[src/rtl/tcb_macros.svh]
//////////////////////////////
// bus widths, response delay and credit depth for the TCB subsystem
// TCB_DLY of 1 is what the subordinates implement
// TCB_CRD must be a power of two, at least 2
//////////////////////////////
`ifndef TCB_MACROS_SVH
`define TCB_MACROS_SVH

// address width, bit 15 selects the subordinate
`define TCB_AW 16
// data width
`define TCB_DW 32
// byte enables, one per data byte
`define TCB_BW 4

// response delay after a transfer, in cycles
`define TCB_DLY 1

// command FIFO depth and initial response credits
`define TCB_CRD 4

`endif

[src/rtl/tcb_pkg.sv]
//////////////////////////////
// TCB types shared by manager, decoder and subordinates
// widths come from the macro header
//////////////////////////////
`default_nettype none

`include "tcb_macros.svh"

package tcb_pkg;

  // external command opcode
  typedef enum logic [0:0] {
    OP_RD = 1'b0,
    OP_WR = 1'b1
  } tcb_op_e;

  // bus request, 53 bits
  typedef struct packed {
    logic              wen;
    logic [`TCB_AW-1:0] adr;
    logic [`TCB_BW-1:0] ben;
    logic [`TCB_DW-1:0] wdt;
  } tcb_req_t;

  // bus response, 33 bits
  typedef struct packed {
    logic [`TCB_DW-1:0] rdt;
    logic              err;
  } tcb_rsp_t;

  // command from outside, same layout as the request
  typedef struct packed {
    tcb_op_e           op;
    logic [`TCB_AW-1:0] adr;
    logic [`TCB_BW-1:0] ben;
    logic [`TCB_DW-1:0] wdt;
  } tcb_cmd_t;

endpackage

`default_nettype wire

[src/rtl/tcb_dec.sv]
//////////////////////////////
// TCB one-to-two decoder
// address MSB low selects memory, high selects registers
// requests pass combinationally, select is delayed TCB_DLY
//////////////////////////////
`timescale 1ns/1ps
`default_nettype none

`include "tcb_macros.svh"

module tcb_dec (
  input  logic              bus,
  input  logic              reset,
  // manager side
  input  logic              man_vld,
  input  tcb_pkg::tcb_req_t man_req,
  output tcb_pkg::tcb_rsp_t man_rsp,
  // memory subordinate
  output logic              mem_vld,
  output tcb_pkg::tcb_req_t mem_req,
  input  tcb_pkg::tcb_rsp_t mem_rsp,
  // register subordinate
  output logic              reg_vld,
  output tcb_pkg::tcb_req_t reg_req,
  input  tcb_pkg::tcb_rsp_t reg_rsp
);

  // select bit position
  localparam int unsigned SB = `TCB_AW - 1;

  logic                sel;
  // select history, one stage per cycle of delay
  logic [`TCB_DLY-1:0] sel_sr;

  //////////////////////////////
  // request routing
  //////////////////////////////

  assign sel = man_req.adr[SB];

  // only the selected side sees vld
  assign mem_vld = man_vld & ~sel;
  assign reg_vld = man_vld & sel;

  // payload broadcast to both
  assign mem_req = man_req;
  assign reg_req = man_req;

  //////////////////////////////
  // response steering
  //////////////////////////////

  // idle cycles fall back to memory
  always_ff @(posedge bus) begin
    if (reset) begin
      sel_sr <= '0;
    end else begin
      sel_sr[0] <= man_vld & sel;
      for (int i = 1; i < `TCB_DLY; i++) begin
        sel_sr[i] <= sel_sr[i-1];
      end
    end
  end

  // each response comes from the side that took its transfer
  assign man_rsp = sel_sr[`TCB_DLY-1] ? reg_rsp : mem_rsp;

endmodule

`default_nettype wire

[config.mk]
export PLATFORM = sky130hd
export DESIGN_NAME = tcb_dec
export DESIGN_NICKNAME = d
export VERILOG_FILES = /design/src/rtl/tcb_pkg.sv /design/src/rtl/tcb_dec.sv
export VERILOG_INCLUDE_DIRS = /design/src /design/src/rtl
export SDC_FILE = /design/constraint.sdc
export NUM_CORES = 1
export LEC_CHECK = 0
export ABC_CLOCK_PERIOD_IN_PS = 1200
export BUFFER_PORTS_ARGS = -buffer_cell sky130_fd_sc_hd__clkbuf_2
export CAP_MARGIN = 5
export CORE_AREA = 2 2 102 104
export CTS_BUF_LIST = sky130_fd_sc_hd__clkbuf_16
export CTS_CLUSTER_DIAMETER = 40
export DETAILED_ROUTE_END_ITERATION = 10
export DIE_AREA = 0 0 104 106
export GPL_ROUTABILITY_DRIVEN = 0
export HOLD_SLACK_MARGIN = 0.05
export MAX_ROUTING_LAYER = met4
export SYNTH_ARGS = -nofsm -noshare
export SYNTH_HDL_FRONTEND = slang
export SYNTH_SLANG_ARGS = --single-unit
[constraint.sdc]
create_clock -name bus -period 1.2 [get_ports bus]
set_clock_uncertainty 0.15 [all_clocks]
set_input_delay 0.06 -clock bus [delete_from_list [all_inputs] [get_ports bus]]
set_output_delay 0.06 -clock bus [all_outputs]
set_load 0.1 [all_outputs]
==> results of run 1 <==
## what timing repair did
action	in CTS	in global routing
gates resized for setup	4	0
hold endpoints to repair	104	0
cloned	0	1
endpoints found under the setup margin	33	33
hold buffers	52	0
## layout make-up
| type | instances | area, um2 |
|---|---|---|
| Timing Repair Buffer | 161 | 2190 |
| Sequential cell | 1 | 23.8 |
| Fill cell | 992 | 7090 |
| Tap cell | 136 | 170 |
| Multi-Input combinational cell | 36 | 519 |
## logic make-up after synthesis
logic type	Yosys count	synth area share (%)
muxes	33	34.8
and+or+nand+nor	3	1.53
DFF	1	1.44
buffers and inverters	110	62.3
## worst max-delay path, cell delays in order (launching register included)
cell and delay, ps:
dfxtp_4 370, clkbuf_16 180, mux2_4 320, buf_12 170
## metrics by stage
| step | total power [mW] | instance area, um2 | setup TNS [ps] | worst slack, ps |
|---|---|---|---|---|
| after global routing | 3.24 | 2910 | -2100 | -75.8 |
| after CTS | 3.20 | 2880 | -1580 | -79.9 |
| after detailed placement | 1.40 | 1830 | -2170 | -96.1 |
| after global placement | 1.39 | 1830 | -1640 | -78.5 |
| final | 3.19 | 2910 | -1360 | -52.5 |
| after floorplan | 2.51 | 1400 | -484 | -16.1 |
## power by group
part | switching [mW] | internal (mW)
registers | 0.00323 | 0.0341
clock network | 0 | 0
logic | 2.25 | 0.908
total | 2.25 | 0.942
## worst paths after layout
| check | endpoint | depth (start not counted) | startpoint | slack (ps) |
|---|---|---|---|---|
| max | man_rsp[31] | 3 | sel_sr | -50 |
| min | mem_req[50] | 1 | man_req[50] | 150 |
## cell usage in the layout, fill, tap and decap left out
| master | instances |
|---|---|
| clkbuf_16 | 1 |
| and3b_1 | 1 |
| buf_12 | 91 |
| clkbuf_2 | 69 |
| dfxtp_4 | 1 |
| and2_1 | 1 |
| mux2_4 | 33 |
| nor2b_2 | 1 |
## metal layers
metal  wire (um)  part of all wire [%]  vias to the layer above  global-route usage (%)
li1            -                     -                      473                       -
met1        1380                    27                      486                    7.48
met2        3000                    58                      156                    17.0
met3         635                    12                        8                    2.70
met4         159                   3.1                        0                    2.32
met5           0                     0                        -                       -
==> results_dict.tcl, run 1 <==
set metrics [dict create \
    async_flop_share_pct 0 \
    min_path_type "in2out" \
    hold_viol 0 \
    grt_pass1_wl_um 7070 \
    holdWs_ps 151 \
    grt.total_usage_pct 8.42 \
    dieArea_mm2 0.0110 \
    yosysTopAreaCell "buf_4" \
    critPathLaunchType "register" \
    vias 1123 \
    initial_utilization_pct 13.9 \
    synth.avg_cell_area_um2 9.47 \
    min_period_ps 1250 \
    post_cts.repair.setup_buffers 0 \
    antenna_cells 0 \
    top_level_ports 263 \
    antenna_found_initial 0 \
    first_pass_iters 2 \
    reg.largest.list "sel_sr: 1 flops" \
    die_w_um 104 \
    synthToLayoutAreaGrowth_pct 109 \
    die_y_um 106 \
    synth.distinct_cells 9 \
    wirelength_um 5180 \
    powerDensity_mw_per_mm2 1100 \
    path_clk_slew_ps 0 \
    utilization_pct 29.1 \
    syn-num-nets 269 \
    status "finished with violations" \
    synth_flop_cell "dfxtp_1" \
    nets 322 \
    cp.required_ps 990 \
    power_leakage_nw 1.41 \
    ant_nets 0 \
    avgRoutedWirePerCell_um 15.5 \
    critPathCaptureType "output pin" \
    fin_ws_ps -52.5 \
    port_buffers 106 \
    synth_top_area_share_pct 57.1 \
    synth_edf_count 0 \
    coreArea_mm2 0.0100 \
    grt_max_degree 22 \
    slew_viol_final 0 \
    largest_reg_flops 1 \
    synth_most_common_cell "buf_4" \
    cap_viol_max_count 0 \
    synth_seq_cells 1 \
    worstMarginPinSlew_ps 215 \
    placed_cells 281 \
    ys_seq_area_share_pct 1.44 \
    rsz0062_at_grt "yes" \
    largest-register "sel_sr" \
    critPathMaxFanout 10 \
    ys_warn_count 0 \
    synthTopCellsByArea "buf_4, mux2_4, buf_12" \
    finalSetupViolCount 33 \
    instances_no_fill 334 \
    synth_area_mm2 0.00139 \
    violations "negative setup slack" \
    path_class "reg2out" \
    irDropWorstVdd_mv 0.608 \
    vias_per_cell 3.36 \
    synth_common_cells "buf_4, mux2_4, buf_12, mux2_2" \
    grt_pass1_vias 1183 \
    max_freq_ghz 0.798 \
    route.detailed.drc 0 \
    cp.arrival_ps 1040 \
    drive_gt1_share_pct 99.0 \
    overflow 0 \
    fin_crit_sh_pct 104 \
    relSlewSlack_pct 85.7 \
    syn_inst 147 \
    drt-initial-drc-count 31 \
    rows 37 \
]
(Power assumes the default switching activity.)
==> inputs of run 2 (changes only) <==
- PLACE_DENSITY: default -> 0.49
==> run 2 against run 1 <==
The flow still finishes with violations (negative setup slack). Cell count down 0.30%. Wire length shrank 5.7%. Hold slack about the same. Setup slack better by 6.7 ps. Largest cell class unchanged. Via count shrank 2.8%.
==> results_dict.tcl, run 2 (synthesis gave the netlist of run 1 again) <==
set metrics [dict create \
    status "finished with violations" \
    violations "negative setup slack" \
    holdPathStages 1 \
    path_clk_slew_ps 0 \
    slew_viol_final 0 \
    largest-register "sel_sr" \
    avgRoutedWirePerCell_um 14.7 \
    final_cell_mix "buf_12, clkbuf_2, mux2_4" \
    hold_start "man_req[48]" \
    coreArea_mm2 0.0100 \
    power_leakage_nw 1.39 \
    first_pass_iters 3 \
    wirelength_um 4880 \
    layout_commonest_cell "buf_12" \
    place_ws_ps -95.2 \
    largest_reg_flops 1 \
    grt_pass1_wl_um 6960 \
    post_cts.repair.setup_buffers 0 \
    crit_path_frequent_cell "buf_12" \
    overflow 0 \
    cpMaxStageDelayCell "dfxtp_4" \
    antenna_found_initial 0 \
    hold_end "mem_req[48]" \
    path_class "reg2out" \
    utilization_pct 28.6 \
    nets 321 \
    reg.largest.list "sel_sr: 1 flops" \
    worstMarginPinSlew_ps 277 \
    cp_top_family "flip-flops" \
    max_freq_ghz 0.803 \
    dieArea_mm2 0.0110 \
    drt-initial-drc-count 25 \
    relSlewSlack_pct 81.7 \
    drive_gt1_share_pct 99.0 \
    crit_chain "buf_12 > mux2_4 > buf_12" \
    vias 1091 \
    port_buffers 106 \
    die_y_um 106 \
    grt_max_degree 18 \
    irDropWorstVdd_mv 0.438 \
    fill_cells 1029 \
    slowest_delay_ps 350 \
    critPathMaxFanout 16 \
    grt.total_usage_pct 8.16 \
    cp.required_ps 990 \
    route.detailed.drc 0 \
    vias_per_cell 3.28 \
    top_level_ports 263 \
    fin_crit_sh_pct 104 \
    rows 37 \
    antenna_cells 0 \
    powerDensity_mw_per_mm2 1110 \
    fin_ws_ps -45.8 \
    initial_utilization_pct 13.9 \
    rsz0062_at_grt "yes" \
    min_period_ps 1250 \
    place_hpwl_um 4100 \
    instances_no_fill 333 \
    place_area_mm2 0.00180 \
    synthToLayoutAreaGrowth_pct 105 \
    ant_nets 0 \
    die_w_um 104 \
    crit_buf_inv 2 \
    finalSetupViolCount 33 \
    placed_cells 281 \
    critPathLaunchType "register" \
    min_path_type "in2out" \
    stdcell_area_mm2 0.00286 \
    grt_pass1_vias 1230 \
    hold_viol 0 \
    critPathCaptureType "output pin" \
    cp.arrival_ps 1040 \
    crit_cells 3 \
    cap_viol_max_count 0 \
]
==> run 2: cell count changes in the layout (fill, tap and decap cells not counted) <==
cell       delta
buf_4         +2
clkbuf_16     -1
buf_12        -2
==> run 2: per-layer routing <==
layer	global-route usage, %	vias to the layer above	wire length, um
met5	-	-	0
met4	0.579	0	43
met3	3.25	4	724
met2	16.7	153	2840
met1	7.33	461	1270
li1	-	473	-
==> run 2: what timing repair did <==
item                                   4_1_cts  5_1_grt
endpoints found under the hold margin      104        0
setup endpoints to repair                   33       33
resized for setup                            4        0
hold buffers                                52        0
==> run 2: cell type report <==
class	count	area (um2)	share of cell area, %
repair buffers	160	2140	75.0
well taps	136	170	5.96
flip-flops and latches	1	23.8	0.833
multi-input cells	36	519	18.2
==> run 2: worst max-delay path by stage <==
| stage | slack, ps | end | start |
|---|---|---|---|
| global placement | -90 | man_rsp[32] | sel_sr |
| detailed placement | -100 | man_rsp[0] | sel_sr |
| floorplan | -20 | man_rsp[10] | sel_sr |
| finish | -50 | man_rsp[21] | sel_sr |
| CTS | -60 | man_rsp[21] | sel_sr |
| global route | -70 | man_rsp[17] | sel_sr |
==> run 2: stage by stage <==
step                      hold slack (ps)  TNS [ps]  total power, mW
after CTS                             151     -1310             3.18
after global placement              -29.0     -1620             1.38
after detailed placement            -29.0     -1810             1.39
after floorplan                      65.7      -484             2.51
final                                 151     -1190             3.17
after global routing                  152     -1900             3.22
==> run 2: where the power goes <==
group	switching [mW]	leakage [nW]	internal, mW
registers	0.00203	0.00891	0.0341
clock network	0	0	0
logic	2.24	1.38	0.894
==> inputs of run 3 (changes only) <==
--- a/constraint.sdc
+++ b/constraint.sdc
@@ -3,3 +3,3 @@
 set_input_delay 0.06 -clock bus [delete_from_list [all_inputs] [get_ports bus]]
 set_output_delay 0.06 -clock bus [all_outputs]
-set_load 0.1 [all_outputs]
+set_load 0.02 [all_outputs]
==> run 3 against run 2 <==
The flow still finishes with violations (negative setup slack). Hold slack better by 43 ps. Via count up 2.4%. Die area unchanged. Wire length up 1.1%. Sequential share of layout area up 0.37 points. Fmax up 0.20%. Total power down 67%. Utilization down 8.8 points. Combinational power down 68%. Sequential cell count unchanged. Critical path depth unchanged. Sequential power up 6.1%. Largest cell class unchanged.
==> results_dict.tcl, run 3 (synthesis gave the netlist of run 1 again) <==
set metrics [dict create \
    path_class "reg2out" \
    port_buffers 106 \
    critPathCaptureType "output pin" \
    route.detailed.drc 0 \
    ant_nets 0 \
    fin_crit_sh_pct 104 \
    vias_per_cell 3.33 \
    antenna_cells 0 \
    tns_ps -585 \
    min_period_ps 1240 \
    rsz0062_at_grt "yes" \
    grt_pass1_vias 1001 \
    relSlewSlack_pct 67.0 \
    cp.required_ps 990 \
    dieArea_mm2 0.0110 \
    die_w_um 104 \
    stdcell_area_mm2 0.00198 \
    slew_viol_final 0 \
    first_pass_iters 2 \
    grt_pass1_wl_um 6070 \
    multi_input_area_um2 517 \
    hold_viol 0 \
    rows 37 \
    drt-initial-drc-count 30 \
    crit_buf_inv 2 \
    cp.arrival_ps 1030 \
    die_y_um 106 \
    cpMaxStageDelayCell "dfxtp_4" \
    largest-register "sel_sr" \
    synthToLayoutAreaGrowth_pct 42.0 \
    status "finished with violations" \
    grt.total_usage_pct 7.34 \
    power_mw 1.03 \
    largest_reg_flops 1 \
    drive_gt1_share_pct 72.4 \
    layout_commonest_cell "clkbuf_2" \
    critPathMaxFanout 9 \
    powerDensity_mw_per_mm2 523 \
    cap_viol_max_count 0 \
    coreArea_mm2 0.0100 \
    layout.area.seq_um2 23.8 \
    worstMarginPinSlew_ps 494 \
    grt_max_degree 20 \
    path_clk_slew_ps 0 \
    max_freq_ghz 0.804 \
    min_path_type "in2reg" \
    place_area_mm2 0.00127 \
    initial_utilization_pct 13.9 \
    reg.largest.list "sel_sr: 1 flops" \
    top_level_ports 263 \
    cp_top_family "flip-flops" \
    finalSetupViolCount 26 \
    wirelength_um 4940 \
    overflow 0 \
    violations "negative setup slack" \
    nets 323 \
    power_leakage_nw 0.990 \
    utilization_pct 19.8 \
    vias 1117 \
    slowest_delay_ps 390 \
    final_cell_mix "clkbuf_2, dlygate4sd3_1, mux2_4" \
    crit_chain "clkbuf_16 > mux2_4 > clkbuf_2" \
    avgRoutedWirePerCell_um 14.7 \
    antenna_found_initial 0 \
    fin_ws_ps -43.3 \
    fill_cells 1098 \
    irDropWorstVdd_mv 0.135 \
    critPathLaunchType "register" \
]
[run 3: cell types whose count changed in the layout (fill, tap and decap cells not counted), sizes merged]
cell         previous run  this run
dlygate4sd3             0        52
clkbuf                 69        87
buf                    91        23
[run 3: repair_timing]
action / CTS / global route
buffers inserted: 0 / 0
hold endpoints to repair: 104 / 0
setup endpoints to repair: 25 / 33
cloned: 0 / 2
resized for setup: 0 / 65
hold buffers: 52 / 0
[run 3: final cells by class]
cell class / instances / share of cell area (%)
timing repair buffer: 162 / 64.1
tap: 136 / 8.61
multi-input combinational: 36 / 26.1
sequential: 1 / 1.20
[run 3: per-stage QoR]
stage,hold WS [ps],std cells,setup slack [ps]
after floorplan,48.1,147,78.1
after global placement,-29.8,281,-52.0
after detailed placement,-29.8,281,-59.5
after CTS,201,333,-59.5
after global routing,210,335,-76.3
final,194,335,-43.3
[run 3: final timing paths]
check  startpoint           to  cells past startpoint
max        sel_sr  man_rsp[17]                      3
min         reset       sel_sr                      2
[run 3: per-layer routing]
metal,vias up,routed length [um],GRT usage (%)
li1,474,-,-
met1,482,1200,5.64
met2,161,2970,16.0
met3,0,770,3.49
met4,0,0,0
met5,-,0,-
[run 3: report_power, final]
group / internal [mW] / switching (mW)
Clock: 0 / 0
Combinational: 0.446 / 0.549
Sequential: 0.0341 / 0.00421
