File: src/rtl/tcb_macros.svh
//////////////////////////////
// bus widths, response delay and credit depth for the TCB subsystem
// TCB_DLY of 1 is what the subordinates implement
// TCB_CRD must be a power of two, at least 2
//////////////////////////////
`ifndef TCB_MACROS_SVH
`define TCB_MACROS_SVH

// address width, bit 15 selects the subordinate
`define TCB_AW 16
// data width
`define TCB_DW 32
// byte enables, one per data byte
`define TCB_BW 4

// response delay after a transfer, in cycles
`define TCB_DLY 1

// command FIFO depth and initial response credits
`define TCB_CRD 4

`endif

File: src/rtl/tcb_pkg.sv
//////////////////////////////
// TCB types shared by manager, decoder and subordinates
// widths come from the macro header
//////////////////////////////
`default_nettype none

`include "tcb_macros.svh"

package tcb_pkg;

  // external command opcode
  typedef enum logic [0:0] {
    OP_RD = 1'b0,
    OP_WR = 1'b1
  } tcb_op_e;

  // bus request, 53 bits
  typedef struct packed {
    logic              wen;
    logic [`TCB_AW-1:0] adr;
    logic [`TCB_BW-1:0] ben;
    logic [`TCB_DW-1:0] wdt;
  } tcb_req_t;

  // bus response, 33 bits
  typedef struct packed {
    logic [`TCB_DW-1:0] rdt;
    logic              err;
  } tcb_rsp_t;

  // command from outside, same layout as the request
  typedef struct packed {
    tcb_op_e           op;
    logic [`TCB_AW-1:0] adr;
    logic [`TCB_BW-1:0] ben;
    logic [`TCB_DW-1:0] wdt;
  } tcb_cmd_t;

endpackage

`default_nettype wire

File: src/rtl/tcb_reg.sv
//////////////////////////////
// TCB register bank, eight words at 0x00 to 0x1c
// other offsets and misaligned addresses give err
// registers clear on reset
//////////////////////////////
`timescale 1ns/1ps
`default_nettype none

`include "tcb_macros.svh"

module tcb_reg (
  input  logic              bus,
  input  logic              reset,
  input  logic              vld,
  input  tcb_pkg::tcb_req_t req,
  output tcb_pkg::tcb_rsp_t rsp
);

  localparam int unsigned NREG = 8;

  logic [`TCB_DW-1:0] regs [NREG];
  // register index
  logic [2:0]         idx;
  logic               err;

  assign idx = req.adr[4:2];
  // beyond 0x1c or not word aligned
  assign err = (req.adr[14:5] != '0) || (req.adr[1:0] != '0);

  always_ff @(posedge bus) begin
    if (reset) begin
      for (int r = 0; r < NREG; r++) begin
        regs[r] <= '0;
      end
      rsp <= '0;
    end else if (vld) begin
      // byte-enabled write, blocked on err
      if (req.wen && !err) begin
        for (int b = 0; b < `TCB_BW; b++) begin
          if (req.ben[b]) begin
            regs[idx][8*b +: 8] <= req.wdt[8*b +: 8];
          end
        end
      end
      rsp.err <= err;
      rsp.rdt <= (req.wen || err) ? '0 : regs[idx];
    end
  end

endmodule

`default_nettype wire

File: config.mk
export PLATFORM = sky130hd
export DESIGN_NAME = tcb_reg
export DESIGN_NICKNAME = d
export VERILOG_FILES = /design/src/rtl/tcb_pkg.sv /design/src/rtl/tcb_reg.sv
export VERILOG_INCLUDE_DIRS = /design/src /design/src/rtl
export SDC_FILE = /design/constraint.sdc
export NUM_CORES = 1
export LEC_CHECK = 0
export ABC_CLOCK_PERIOD_IN_PS = 6060
export BUFFER_PORTS_ARGS = -buffer_cell sky130_fd_sc_hd__clkbuf_2
export CAP_MARGIN = 20
export CORE_MARGIN = 5
export CORE_UTILIZATION = 55
export CTS_BUF_LIST = sky130_fd_sc_hd__clkbuf_8
export DETAILED_ROUTE_END_ITERATION = 6
export GPL_TIMING_DRIVEN = 0
export PLACE_DENSITY_LB_ADDON = 0.15
export SLEW_MARGIN = 20
export SYNTH_ARGS = -nofsm -noshare
export SYNTH_HDL_FRONTEND = slang
export SYNTH_SLANG_ARGS = --single-unit
File: constraint.sdc
create_clock -name bus -period 6.06 [get_ports bus]
set_clock_uncertainty 0.2 [all_clocks]
set_input_delay 1.818 -clock bus [delete_from_list [all_inputs] [get_ports bus]]
set_output_delay 1.818 -clock bus [all_outputs]
set_load 0.05 [all_outputs]
==> summary.json, run 1 <==
{
  "sta": {
    "layout_worst_path_cycle_share_pct": 67.0,
    "max-slew-margin-rel_pct": 31.9,
    "tightest_slew_ps": 1020,
    "timing.final.crit_period_ps": 4060,
    "hold_viol_final": 0,
    "final_max_slew_viol_count": 0,
    "rsz0062_at_grt": "false",
    "timing.setup.tns_ps": 0,
    "setup-violations-final": 0,
    "fmax_mhz": 246,
    "final_critical_path_setup_slack_ps": 2000
  },
  "synth": {
    "post_synth_num_cell_types": 45,
    "synth.net_count": 1100,
    "synth-edff-count": 256,
    "synthCells": 1044,
    "sequential_share_of_the_synthesized_area_pct": 66.1,
    "post_synth_instance_area_um2": 12600,
    "synth.avg_cell_area_um2": 12.1,
    "yosys_register_bits": 289,
    "yosys_most_used_dff": "sky130_fd_sc_hd__edfxtp_1",
    "yosysWarnings": 0,
    "postSynth.asyncResetShare_pct": 0
  },
  "critical_path": {
    "critPathMaxStageDelay_ps": 830,
    "worstPathCellList": "clkbuf_2 > and2b_1 > nand2_1 > nor3_1 > a21o_1",
    "worst_path_dominant_cell_family": "simple AND/OR/NAND/NOR gates",
    "r2r_setup_slack_ps": 4490,
    "cp_data_required_time_ps": 6060,
    "criticalPathCategory": "in2reg",
    "critPathLaunchType": "primary input",
    "timing.rr.start": "regs[3][30]",
    "worst_setup_path_startpoint": "req[39]",
    "endpoint_kind": "flip-flop",
    "critical_path_buf_inv_count": 1,
    "crit_arrival_ps": 4050,
    "path_max_fanout": 8,
    "critical-path-slowest-cell": "sky130_fd_sc_hd__nor3_1"
  },
  "global_routing": {
    "grt_max_degree": 12,
    "global_route.usage.total_pct": 31.1,
    "grt_first_pass_wirelength_um": 58700,
    "antenna_found_initial": 0,
    "gr-total-overflow": 0,
    "grt_pass1_vias": 9198
  },
  "final_layout": {
    "syn2layout_area_growth_pct": 12.6,
    "layout-drive-gt1-share_pct": 19.8,
    "final-instance-count-excl-fill": 1498,
    "layout.filler_cells": 1830,
    "design.final.nets": 1233,
    "antennaDiodeCount": 0,
    "mostFrequentLayoutCell": "sky130_fd_sc_hd__nor2_1",
    "final_cell_mix": "sky130_fd_sc_hd__nor2_1 (273), sky130_fd_sc_hd__edfxtp_1 (256), sky130_fd_sc_hd__clkbuf_2 (86), sky130_fd_sc_hd__nand2_1 (81), sky130_fd_sc_hd__mux2i_1 (64)"
  },
  "placed_design": {
    "post-dp-hpwl_um": 26200,
    "gp_routability_congestion": 0.915,
    "place_inst": 1415,
    "dp_slack_ps": 1620,
    "io_buffer_count": 86
  },
  "floorplan": {
    "die_h_um": 162,
    "floorplan.die.width_um": 162,
    "floorplan.core_area_um2": 22600,
    "num_rows": 55,
    "ioPinCount": 89,
    "initial_core_util_pct": 55.8,
    "design.die.area_um2": 26100
  },
  "clocking": {
    "tritoncts_num_sinks": 289,
    "tritoncts": "yes",
    "cts_buffers": 45,
    "cts_h_tree_depth": 2,
    "post_cts_buffers": 0,
    "root_buffer": "sky130_fd_sc_hd__clkbuf_8",
    "post_cts.resized_instances": 0,
    "ctsHoldBuffers": 0,
    "clock_latency_ps": 580,
    "clock_path_buffers": 3,
    "path_clk_slew_ps": 60
  },
  "pwr": {
    "peakVddDrop_uv": 215,
    "total_leakage_power_uw": 0.00524,
    "powerDensity_nw_per_um2": 287
  },
  "drt": {
    "detailroute.via_count": 9458,
    "drtPass1Iterations": 5,
    "antenna_violating_nets_post_route": 0,
    "drc_errors": 0,
    "drt-total-wl_um": 40800,
    "wl_per_cell_um": 27.2,
    "post_drt_via_cell_ratio": 6.31,
    "detail_route.iter0.violations": 1114
  },
  "min_path": {
    "min_from": "rsp[23]",
    "worst_hold_path_type": "reg2reg"
  },
  "run_status": {
    "outcome": "complete, no violations"
  },
  "flow_run": {
    "max-cap-violations": 0
  }
}
## final cells by class
cell class                      count  area [um2]  share of cell area [%]
Sequential cell                   289        8350                    58.7
Timing Repair Buffer               86         430                    3.03
Multi-Input combinational cell    668        3850                    27.1
Tap cell                          285         357                    2.51
Clock buffer                       48         661                    4.65
Clock inverter                     35         139                   0.977
Buffer                             82         417                    2.93
Inverter                            5        18.8                   0.132
## cell families (layout without fill, tap and decap cells)
family | count (synthesis) | in the layout | share of synthesized area, %
AOI/OAI and AO/OA | 163 | 163 | 9.40
buffers and inverters | 87 | 256 | 3.45
DFF | 289 | 289 | 66.1
muxes | 85 | 85 | 7.12
and+or+nand+nor | 420 | 420 | 13.9
## worst paths after layout
| check | end | cells past startpoint |
|---|---|---|
| max | regs[5][10] | 5 |
| min reg2reg | rsp[23] | 2 |
| max reg2reg | rsp[31] | 4 |
| min | rsp[23] | 2 |
## power by group
part	switching [uW]	leakage, uW	internal [uW]
Sequential	23.6	0.00270	2250
Clock	754	0.000507	729
Combinational	234	0.00204	97.9
## metal layers
| layer | wire length, um | up-vias | global-route usage, % |
|---|---|---|---|
| met3 | 4800 | 159 | 7.35 |
| met1 | 14900 | 4544 | 40.2 |
| li1 | - | 4088 | - |
| met2 | 18700 | 665 | 48.8 |
| met4 | 2410 | 2 | 17.1 |
| met5 | 38 | - | 0 |
## per-stage QoR
stage	cell area (um2)	util [%]	total power, uW	hold slack (ps)
finish	14200	62.8	4090	253
global route	14200	62.8	4200	273
CTS	14200	62.8	4070	256
detailed placement	13400	59.3	2640	243
global placement	13400	59.3	2630	236
floorplan	12600	-	2500	326
## synthesized netlist by cell type (4+ instances only)
cell	count	share of area, %
sky130_fd_sc_hd__o22ai_1	24	1.2
sky130_fd_sc_hd__o31ai_1	23	1.4
sky130_fd_sc_hd__o21ai_0	6	0.24
sky130_fd_sc_hd__a21oi_1	34	1.3
sky130_fd_sc_hd__o221ai_1	8	0.55
sky130_fd_sc_hd__nand2_1	81	2.4
sky130_fd_sc_hd__nand3_1	6	0.24
sky130_fd_sc_hd__a32o_1	8	0.63
sky130_fd_sc_hd__buf_4	10	0.59
sky130_fd_sc_hd__buf_2	39	1.5
sky130_fd_sc_hd__mux2i_1	64	5.1
sky130_fd_sc_hd__dfxtp_1	33	5.2
sky130_fd_sc_hd__nor2_2	5	0.25
sky130_fd_sc_hd__nor2_1	273	8.1
sky130_fd_sc_hd__nor3_1	22	0.87
sky130_fd_sc_hd__a41o_1	12	0.95
sky130_fd_sc_hd__a31o_2	16	1.1
sky130_fd_sc_hd__nor2b_1	7	0.35
sky130_fd_sc_hd__o32ai_1	7	0.49
sky130_fd_sc_hd__nand2b_1	13	0.64
sky130_fd_sc_hd__edfxtp_1	256	61
sky130_fd_sc_hd__a21o_1	4	0.24
sky130_fd_sc_hd__a211oi_1	4	0.24
sky130_fd_sc_hd__a211o_1	4	0.28
sky130_fd_sc_hd__mux2_2	19	1.7
sky130_fd_sc_hd__inv_1	5	0.15
sky130_fd_sc_hd__buf_1	6	0.18
sky130_fd_sc_hd__clkbuf_1	24	0.71
sky130_fd_sc_hd__a31oi_1	7	0.35
## worst min-delay path: cells and delay by family (launching register included)
family           cells  cell delay, ps
flip-flops           1             320
AND/OR/NAND/NOR      1              50
AO/OA/AOI/OAI        1              50
## registers in the layout (all words and copies together) (netlist names)
register,flops
regs,256
rsp,33
Power figures use the tool's default switching activity.
==> run 2: changes to the inputs <==
- ABC_AREA: not set -> 1
- ABC_CLOCK_PERIOD_IN_PS: 6060 -> 3900
- clock period: 6.06 -> 3.9 ns (I/O delays scaled with it)
==> summary.json, run 2 <==
{
  "sta": {
    "layout_worst_path_cycle_share_pct": 87.8,
    "rsz0062_at_grt": "false",
    "final_max_slew_viol_count": 0,
    "tightest_slew_ps": 1000,
    "max-slew-margin-rel_pct": 32.8,
    "timing.final.crit_period_ps": 3430,
    "setup-violations-final": 0,
    "hold_viol_final": 0,
    "fmax_mhz": 292,
    "hold-worst-slack_ps": 264
  },
  "clocking": {
    "tritoncts_num_sinks": 289,
    "tritoncts": "yes",
    "cts_h_tree_depth": 2,
    "root_buffer": "sky130_fd_sc_hd__clkbuf_8",
    "clock_latency_ps": 570,
    "post_cts_buffers": 0,
    "cts_buffers": 46,
    "ctsHoldBuffers": 0,
    "path_clk_slew_ps": 60,
    "post_cts.resized_instances": 0,
    "clock_path_buffers": 3
  },
  "final_layout": {
    "layout-drive-gt1-share_pct": 14.9,
    "multi_input_area_um2": 4110,
    "syn2layout_area_growth_pct": 12.7,
    "max_flop_register": "regs",
    "layout.filler_cells": 2133,
    "mostFrequentLayoutCell": "sky130_fd_sc_hd__nand2_1",
    "layout_top_registers": "regs x256, rsp x33",
    "largest_reg_flops": 256,
    "design.final.nets": 1574,
    "antennaDiodeCount": 0,
    "ff_latch_area_um2": 8350,
    "final_cell_mix": "sky130_fd_sc_hd__nand2_1 (266), sky130_fd_sc_hd__nor3_1 (256), sky130_fd_sc_hd__edfxtp_1 (256), sky130_fd_sc_hd__nor2_1 (111), sky130_fd_sc_hd__nand3_1 (95)"
  },
  "synth": {
    "post_synth_num_cell_types": 22,
    "synth_most_common_cell": "sky130_fd_sc_hd__nand2_1",
    "yosys_register_bits": 289,
    "synth.net_count": 1436,
    "synth_common_cells": "sky130_fd_sc_hd__nand2_1 (266), sky130_fd_sc_hd__edfxtp_1 (256), sky130_fd_sc_hd__nor3_1 (256)",
    "synth.top_cell.area_share_pct": 57.7,
    "post_synth_instance_area_um2": 13300,
    "sequential_share_of_the_synthesized_area_pct": 62.6,
    "cell_types_occupying_the_most_area_after_synthesis": "sky130_fd_sc_hd__edfxtp_1 (58%), sky130_fd_sc_hd__nor3_1 (9.6%), sky130_fd_sc_hd__nand2_1 (7.5%)",
    "yosys_most_used_dff": "sky130_fd_sc_hd__edfxtp_1",
    "yosysWarnings": 0,
    "synthCells": 1380,
    "synth_largest_area_cell": "sky130_fd_sc_hd__edfxtp_1",
    "synth.avg_cell_area_um2": 9.66,
    "postSynth.asyncResetShare_pct": 0,
    "synth-edff-count": 256
  },
  "global_routing": {
    "antenna_found_initial": 0,
    "global_route.usage.total_pct": 30.5,
    "gr-total-overflow": 0,
    "grt_first_pass_wirelength_um": 64100,
    "grt_pass1_vias": 10867,
    "grt_max_degree": 12
  },
  "pwr": {
    "powerDensity_nw_per_um2": 429,
    "peakVddDrop_uv": 289,
    "total_leakage_power_uw": 0.00546,
    "total_power_draw_uw": 6450
  },
  "drt": {
    "post_drt_via_cell_ratio": 5.96,
    "drt-total-wl_um": 42600,
    "drc_errors": 0,
    "drtPass1Iterations": 6,
    "detailroute.via_count": 11190,
    "wl_per_cell_um": 22.7,
    "antenna_violating_nets_post_route": 0,
    "detail_route.iter0.violations": 1418
  },
  "run_status": {
    "outcome": "complete, no violations"
  },
  "critical_path": {
    "path_max_fanout": 10,
    "critPathLaunchType": "primary input",
    "criticalPathCategory": "in2reg",
    "endpoint_kind": "flip-flop",
    "cp_data_required_time_ps": 3870,
    "crit_arrival_ps": 3400
  },
  "floorplan": {
    "num_rows": 57,
    "ioPinCount": 89,
    "floorplan.die.width_um": 166,
    "floorplan.core_area_um2": 24100,
    "die_h_um": 166,
    "design.die.area_um2": 27500,
    "initial_core_util_pct": 55.3
  },
  "placed_design": {
    "io_buffer_count": 83,
    "post-dp-hpwl_um": 28600,
    "gp_routability_congestion": 0.931
  },
  "min_path": {
    "worst_hold_path_type": "reg2reg"
  },
  "flow_run": {
    "max-cap-violations": 0
  }
}
-- run 2: cell count changes after synthesis, moves of 33 or more --
cell	delta
sky130_fd_sc_hd__inv_1	+50
sky130_fd_sc_hd__mux2i_1	-64
sky130_fd_sc_hd__nand2_1	+185
sky130_fd_sc_hd__nand3_1	+89
sky130_fd_sc_hd__nand3b_1	+33
sky130_fd_sc_hd__nor2_1	-162
sky130_fd_sc_hd__nor3_1	+234
sky130_fd_sc_hd__o21ai_0	+47
-- run 2: area by class of cell --
class	count	area share, %
Sequential cell	289	55.5
Clock inverter	32	0.883
Tap cell	324	2.70
Multi-Input combinational cell	886	27.3
Clock buffer	50	4.58
Inverter	89	2.22
Buffer	116	3.61
Timing Repair Buffer	90	3.11
-- run 2: critical path, cell delays in order --
cell and delay, ps:
sky130_fd_sc_hd__clkbuf_1 520, sky130_fd_sc_hd__nand2_1 240, sky130_fd_sc_hd__nor2_1 130, sky130_fd_sc_hd__nand2_1 250, sky130_fd_sc_hd__buf_2 290, sky130_fd_sc_hd__o21ai_1 790
-- run 2: per-stage QoR --
| step | worst slack [ps] | area (um2) | util [%] | TNS (ps) | std cells |
|---|---|---|---|---|---|
| finish | 474 | 15000 | 62.3 | 0 | 1876 |
| global route | 425 | 15000 | 62.3 | 0 | 1876 |
| CTS | 322 | 15000 | 62.3 | 0 | 1875 |
| detailed placement | -268 | 14200 | 58.9 | -5020 | 1793 |
| global placement | -563 | 14200 | 58.7 | -61930 | 1787 |
| floorplan | 758 | 13300 | - | 0 | 1380 |
-- run 2: path summary, 6_finish.rpt --
check	slack (ps)	cells past startpoint	startpoint	end
setup / recovery	470	6	vld	regs[5][12]
hold / removal	260	2	rsp[20]	rsp[20]
setup reg to reg	2570	8	regs[5][30]	rsp[31]
hold reg to reg	260	2	rsp[20]	rsp[20]
-- run 2: where the power goes --
group / switching (uW) / internal, uW / leakage (uW)
clock: 1200 / 1180 / 0.000476
sequential: 36.9 / 3500 / 0.00270
combinational: 425 / 122 / 0.00229
total: 1660 / 4790 / 0.00546
-- run 2: per-layer routing --
layer / part of all wire [%] / track usage [%] / wire [um] / vias up
li1: - / - / - / 5080
met1: 37 / 39.5 / 15600 / 5223
met2: 46 / 48.2 / 19400 / 716
met3: 13 / 9.37 / 5630 / 171
met4: 4.6 / 12.8 / 1970 / 0
met5: 0 / 0 / 0 / -
-- run 2: logic make-up (layout without fill, tap and decap cells) --
family / count (synthesis) / in the layout / synth area share, %
and+or+nand+nor: 801 / 801 / 27.6
buffers and inverters: 205 / 377 / 6.58
DFF: 289 / 289 / 62.6
AOI/OAI and AO/OA: 85 / 85 / 3.19
==> run 3: changes to the inputs <==
- ABC_AREA: 1 -> not set
- PLACE_DENSITY: not set -> 0.7
- PLACE_DENSITY_LB_ADDON: 0.15 -> not set
==> summary.json, run 3 (same netlist as run 1, synthesis figures left out) <==
{
  "run_status": {
    "outcome": "finished, violations left",
    "failed_checks": "design-rule violations"
  },
  "clocking": {
    "path_clk_slew_ps": 50,
    "post_cts_buffers": 0,
    "cts_h_tree_depth": 2,
    "tritoncts_num_sinks": 289,
    "clock_latency_ps": 560,
    "ctsHoldBuffers": 0,
    "tritoncts": "yes",
    "clock_path_buffers": 3,
    "cts_buffers": 46,
    "post_cts.resized_instances": 0,
    "root_buffer": "sky130_fd_sc_hd__clkbuf_8"
  },
  "sta": {
    "rsz0062_at_grt": "false",
    "tightest_slew_ps": 1040,
    "setup-violations-final": 0,
    "hold-worst-slack_ps": 246,
    "max-slew-margin-rel_pct": 30.7,
    "timing.final.crit_period_ps": 3360,
    "layout_worst_path_cycle_share_pct": 86.2,
    "hold_viol_final": 0,
    "final_max_slew_viol_count": 0,
    "timing.setup.tns_ps": 0,
    "fmax_mhz": 297
  },
  "pwr": {
    "power_frac_clock_pct": 38.0,
    "fraction_of_power_consumed_by_sequential_logic_pct": 54.1,
    "internal_cell_power_uw": 4950,
    "power_spent_charging_and_discharging_nets_uw": 1580,
    "powerDensity_nw_per_um2": 456,
    "total_leakage_power_uw": 0.00525,
    "power.combinational.fraction_pct": 7.9,
    "switching_share_pct": 24.2,
    "peakVddDrop_uv": 419
  },
  "final_layout": {
    "mostFrequentLayoutCell": "sky130_fd_sc_hd__nor2_1",
    "design.final.nets": 1234,
    "layout_top_registers": "regs x256, rsp x33",
    "max_flop_register": "regs",
    "final_cell_mix": "sky130_fd_sc_hd__nor2_1 (273), sky130_fd_sc_hd__edfxtp_1 (256), sky130_fd_sc_hd__clkbuf_2 (86), sky130_fd_sc_hd__nand2_1 (81), sky130_fd_sc_hd__mux2i_1 (64)",
    "layout.filler_cells": 1763,
    "largest_reg_flops": 256,
    "syn2layout_area_growth_pct": 13.2,
    "layout-drive-gt1-share_pct": 20.3,
    "antennaDiodeCount": 0
  },
  "drt": {
    "drc_errors": 17,
    "post_drt_via_cell_ratio": 6.35,
    "drtPass1Iterations": 7,
    "antenna_violating_nets_post_route": 0,
    "wl_per_cell_um": 27.0,
    "drt-total-wl_um": 40500,
    "detailroute.via_count": 9525,
    "detail_route.iter0.violations": 1371
  },
  "critical_path": {
    "worstPathCellList": "clkbuf_2 > and2b_1 > nand2_1 > nor3_1 > a21o_1",
    "endpoint_kind": "flip-flop",
    "critPathMaxStageDelay_ps": 770,
    "crit_arrival_ps": 3350,
    "path_max_fanout": 8,
    "critical-path-slowest-cell": "sky130_fd_sc_hd__nor3_1",
    "cp_data_required_time_ps": 3890,
    "criticalPathCategory": "in2reg",
    "critPathLaunchType": "primary input"
  },
  "global_routing": {
    "gr-total-overflow": 0,
    "grt_pass1_vias": 9269,
    "grt_first_pass_wirelength_um": 58800,
    "global_route.usage.total_pct": 30.9,
    "grt_max_degree": 12,
    "antenna_found_initial": 0
  },
  "placed_design": {
    "io_buffer_count": 86,
    "gp_routability_congestion": 0.932,
    "post-dp-hpwl_um": 26100
  },
  "floorplan": {
    "num_rows": 55,
    "floorplan.core_area_um2": 22600,
    "design.die.area_um2": 26100,
    "die_h_um": 162,
    "initial_core_util_pct": 55.8,
    "floorplan.die.width_um": 162,
    "ioPinCount": 89
  },
  "min_path": {
    "worst_hold_path_type": "reg2reg"
  },
  "flow_run": {
    "max-cap-violations": 0
  }
}
run 3: cell count changes in the layout (fill, tap and decap cells not counted), sizes merged, moves of 33 or more:
cell    change
clkinv     -36
inv        -49
mux2i      +64
nand2     -186
nand3      -90
nand3b     -33
nor2      +162
nor3      -234
o21ai      -47
run 3: worst max-delay path: cells and delay by family:
kind | cells | cell delay (ps)
AO/OA/AOI/OAI | 1 | 580
AND/OR/NAND/NOR | 3 | 1460
buffers and inverters | 1 | 140
run 3: area by class of cell:
| cell class | instances | area [um2] | share of cell area, % |
|---|---|---|---|
| multi-input cells | 668 | 3850 | 26.9 |
| inverters | 5 | 18.8 | 0.131 |
| well taps | 285 | 357 | 2.49 |
| flip-flops and latches | 289 | 8350 | 58.4 |
| clock buffers | 53 | 729 | 5.10 |
| clock inverters | 31 | 151 | 1.06 |
| repair buffers | 86 | 430 | 3.01 |
| plain buffers | 82 | 417 | 2.91 |
run 3: metal layers:
metal	vias up	share of wire [%]	GRT usage [%]
li1	4083	-	-
met1	4587	36	39.9
met2	673	46	49.4
met3	182	13	8.04
met4	0	5.4	14.2
met5	-	0	0
run 3: path summary, 6_finish.rpt:
| check | start | to | slack (ps) | depth (start not counted) |
|---|---|---|---|---|
| setup reg to reg | regs[3][30] | rsp[31] | 2330 | 4 |
| setup / recovery | req[39] | regs[5][11] | 540 | 5 |
| hold / removal | rsp[23] | rsp[23] | 250 | 2 |
| hold reg to reg | rsp[23] | rsp[23] | 250 | 2 |
run 3: per-stage QoR:
| stage | power (uW) | util (%) | cells | area (um2) | setup slack [ps] |
|---|---|---|---|---|---|
| final | 6530 | 63.2 | 1499 | 14300 | 538 |
| after global placement | 4080 | 59.3 | 1415 | 13400 | 123 |
| after CTS | 6490 | 63.2 | 1499 | 14300 | 685 |
| after global routing | 6690 | 63.2 | 1499 | 14300 | 598 |
| after floorplan | 3880 | - | 1044 | 12600 | 932 |
| after detailed placement | 4090 | 59.3 | 1415 | 13400 | 127 |
run 3: power by group through the flow:
| stage | Combinational [uW] | Clock [uW] | Sequential [uW] |
|---|---|---|---|
| 3_3_place_gp | 493 | 0 | 3590 |
| 5_1_grt | 540 | 2610 | 3540 |
| 3_5_place_dp | 498 | 0 | 3590 |
| 2_1_floorplan | 300 | 0 | 3580 |
| 4_1_cts | 500 | 2460 | 3530 |
| 6_report | 514 | 2480 | 3530 |
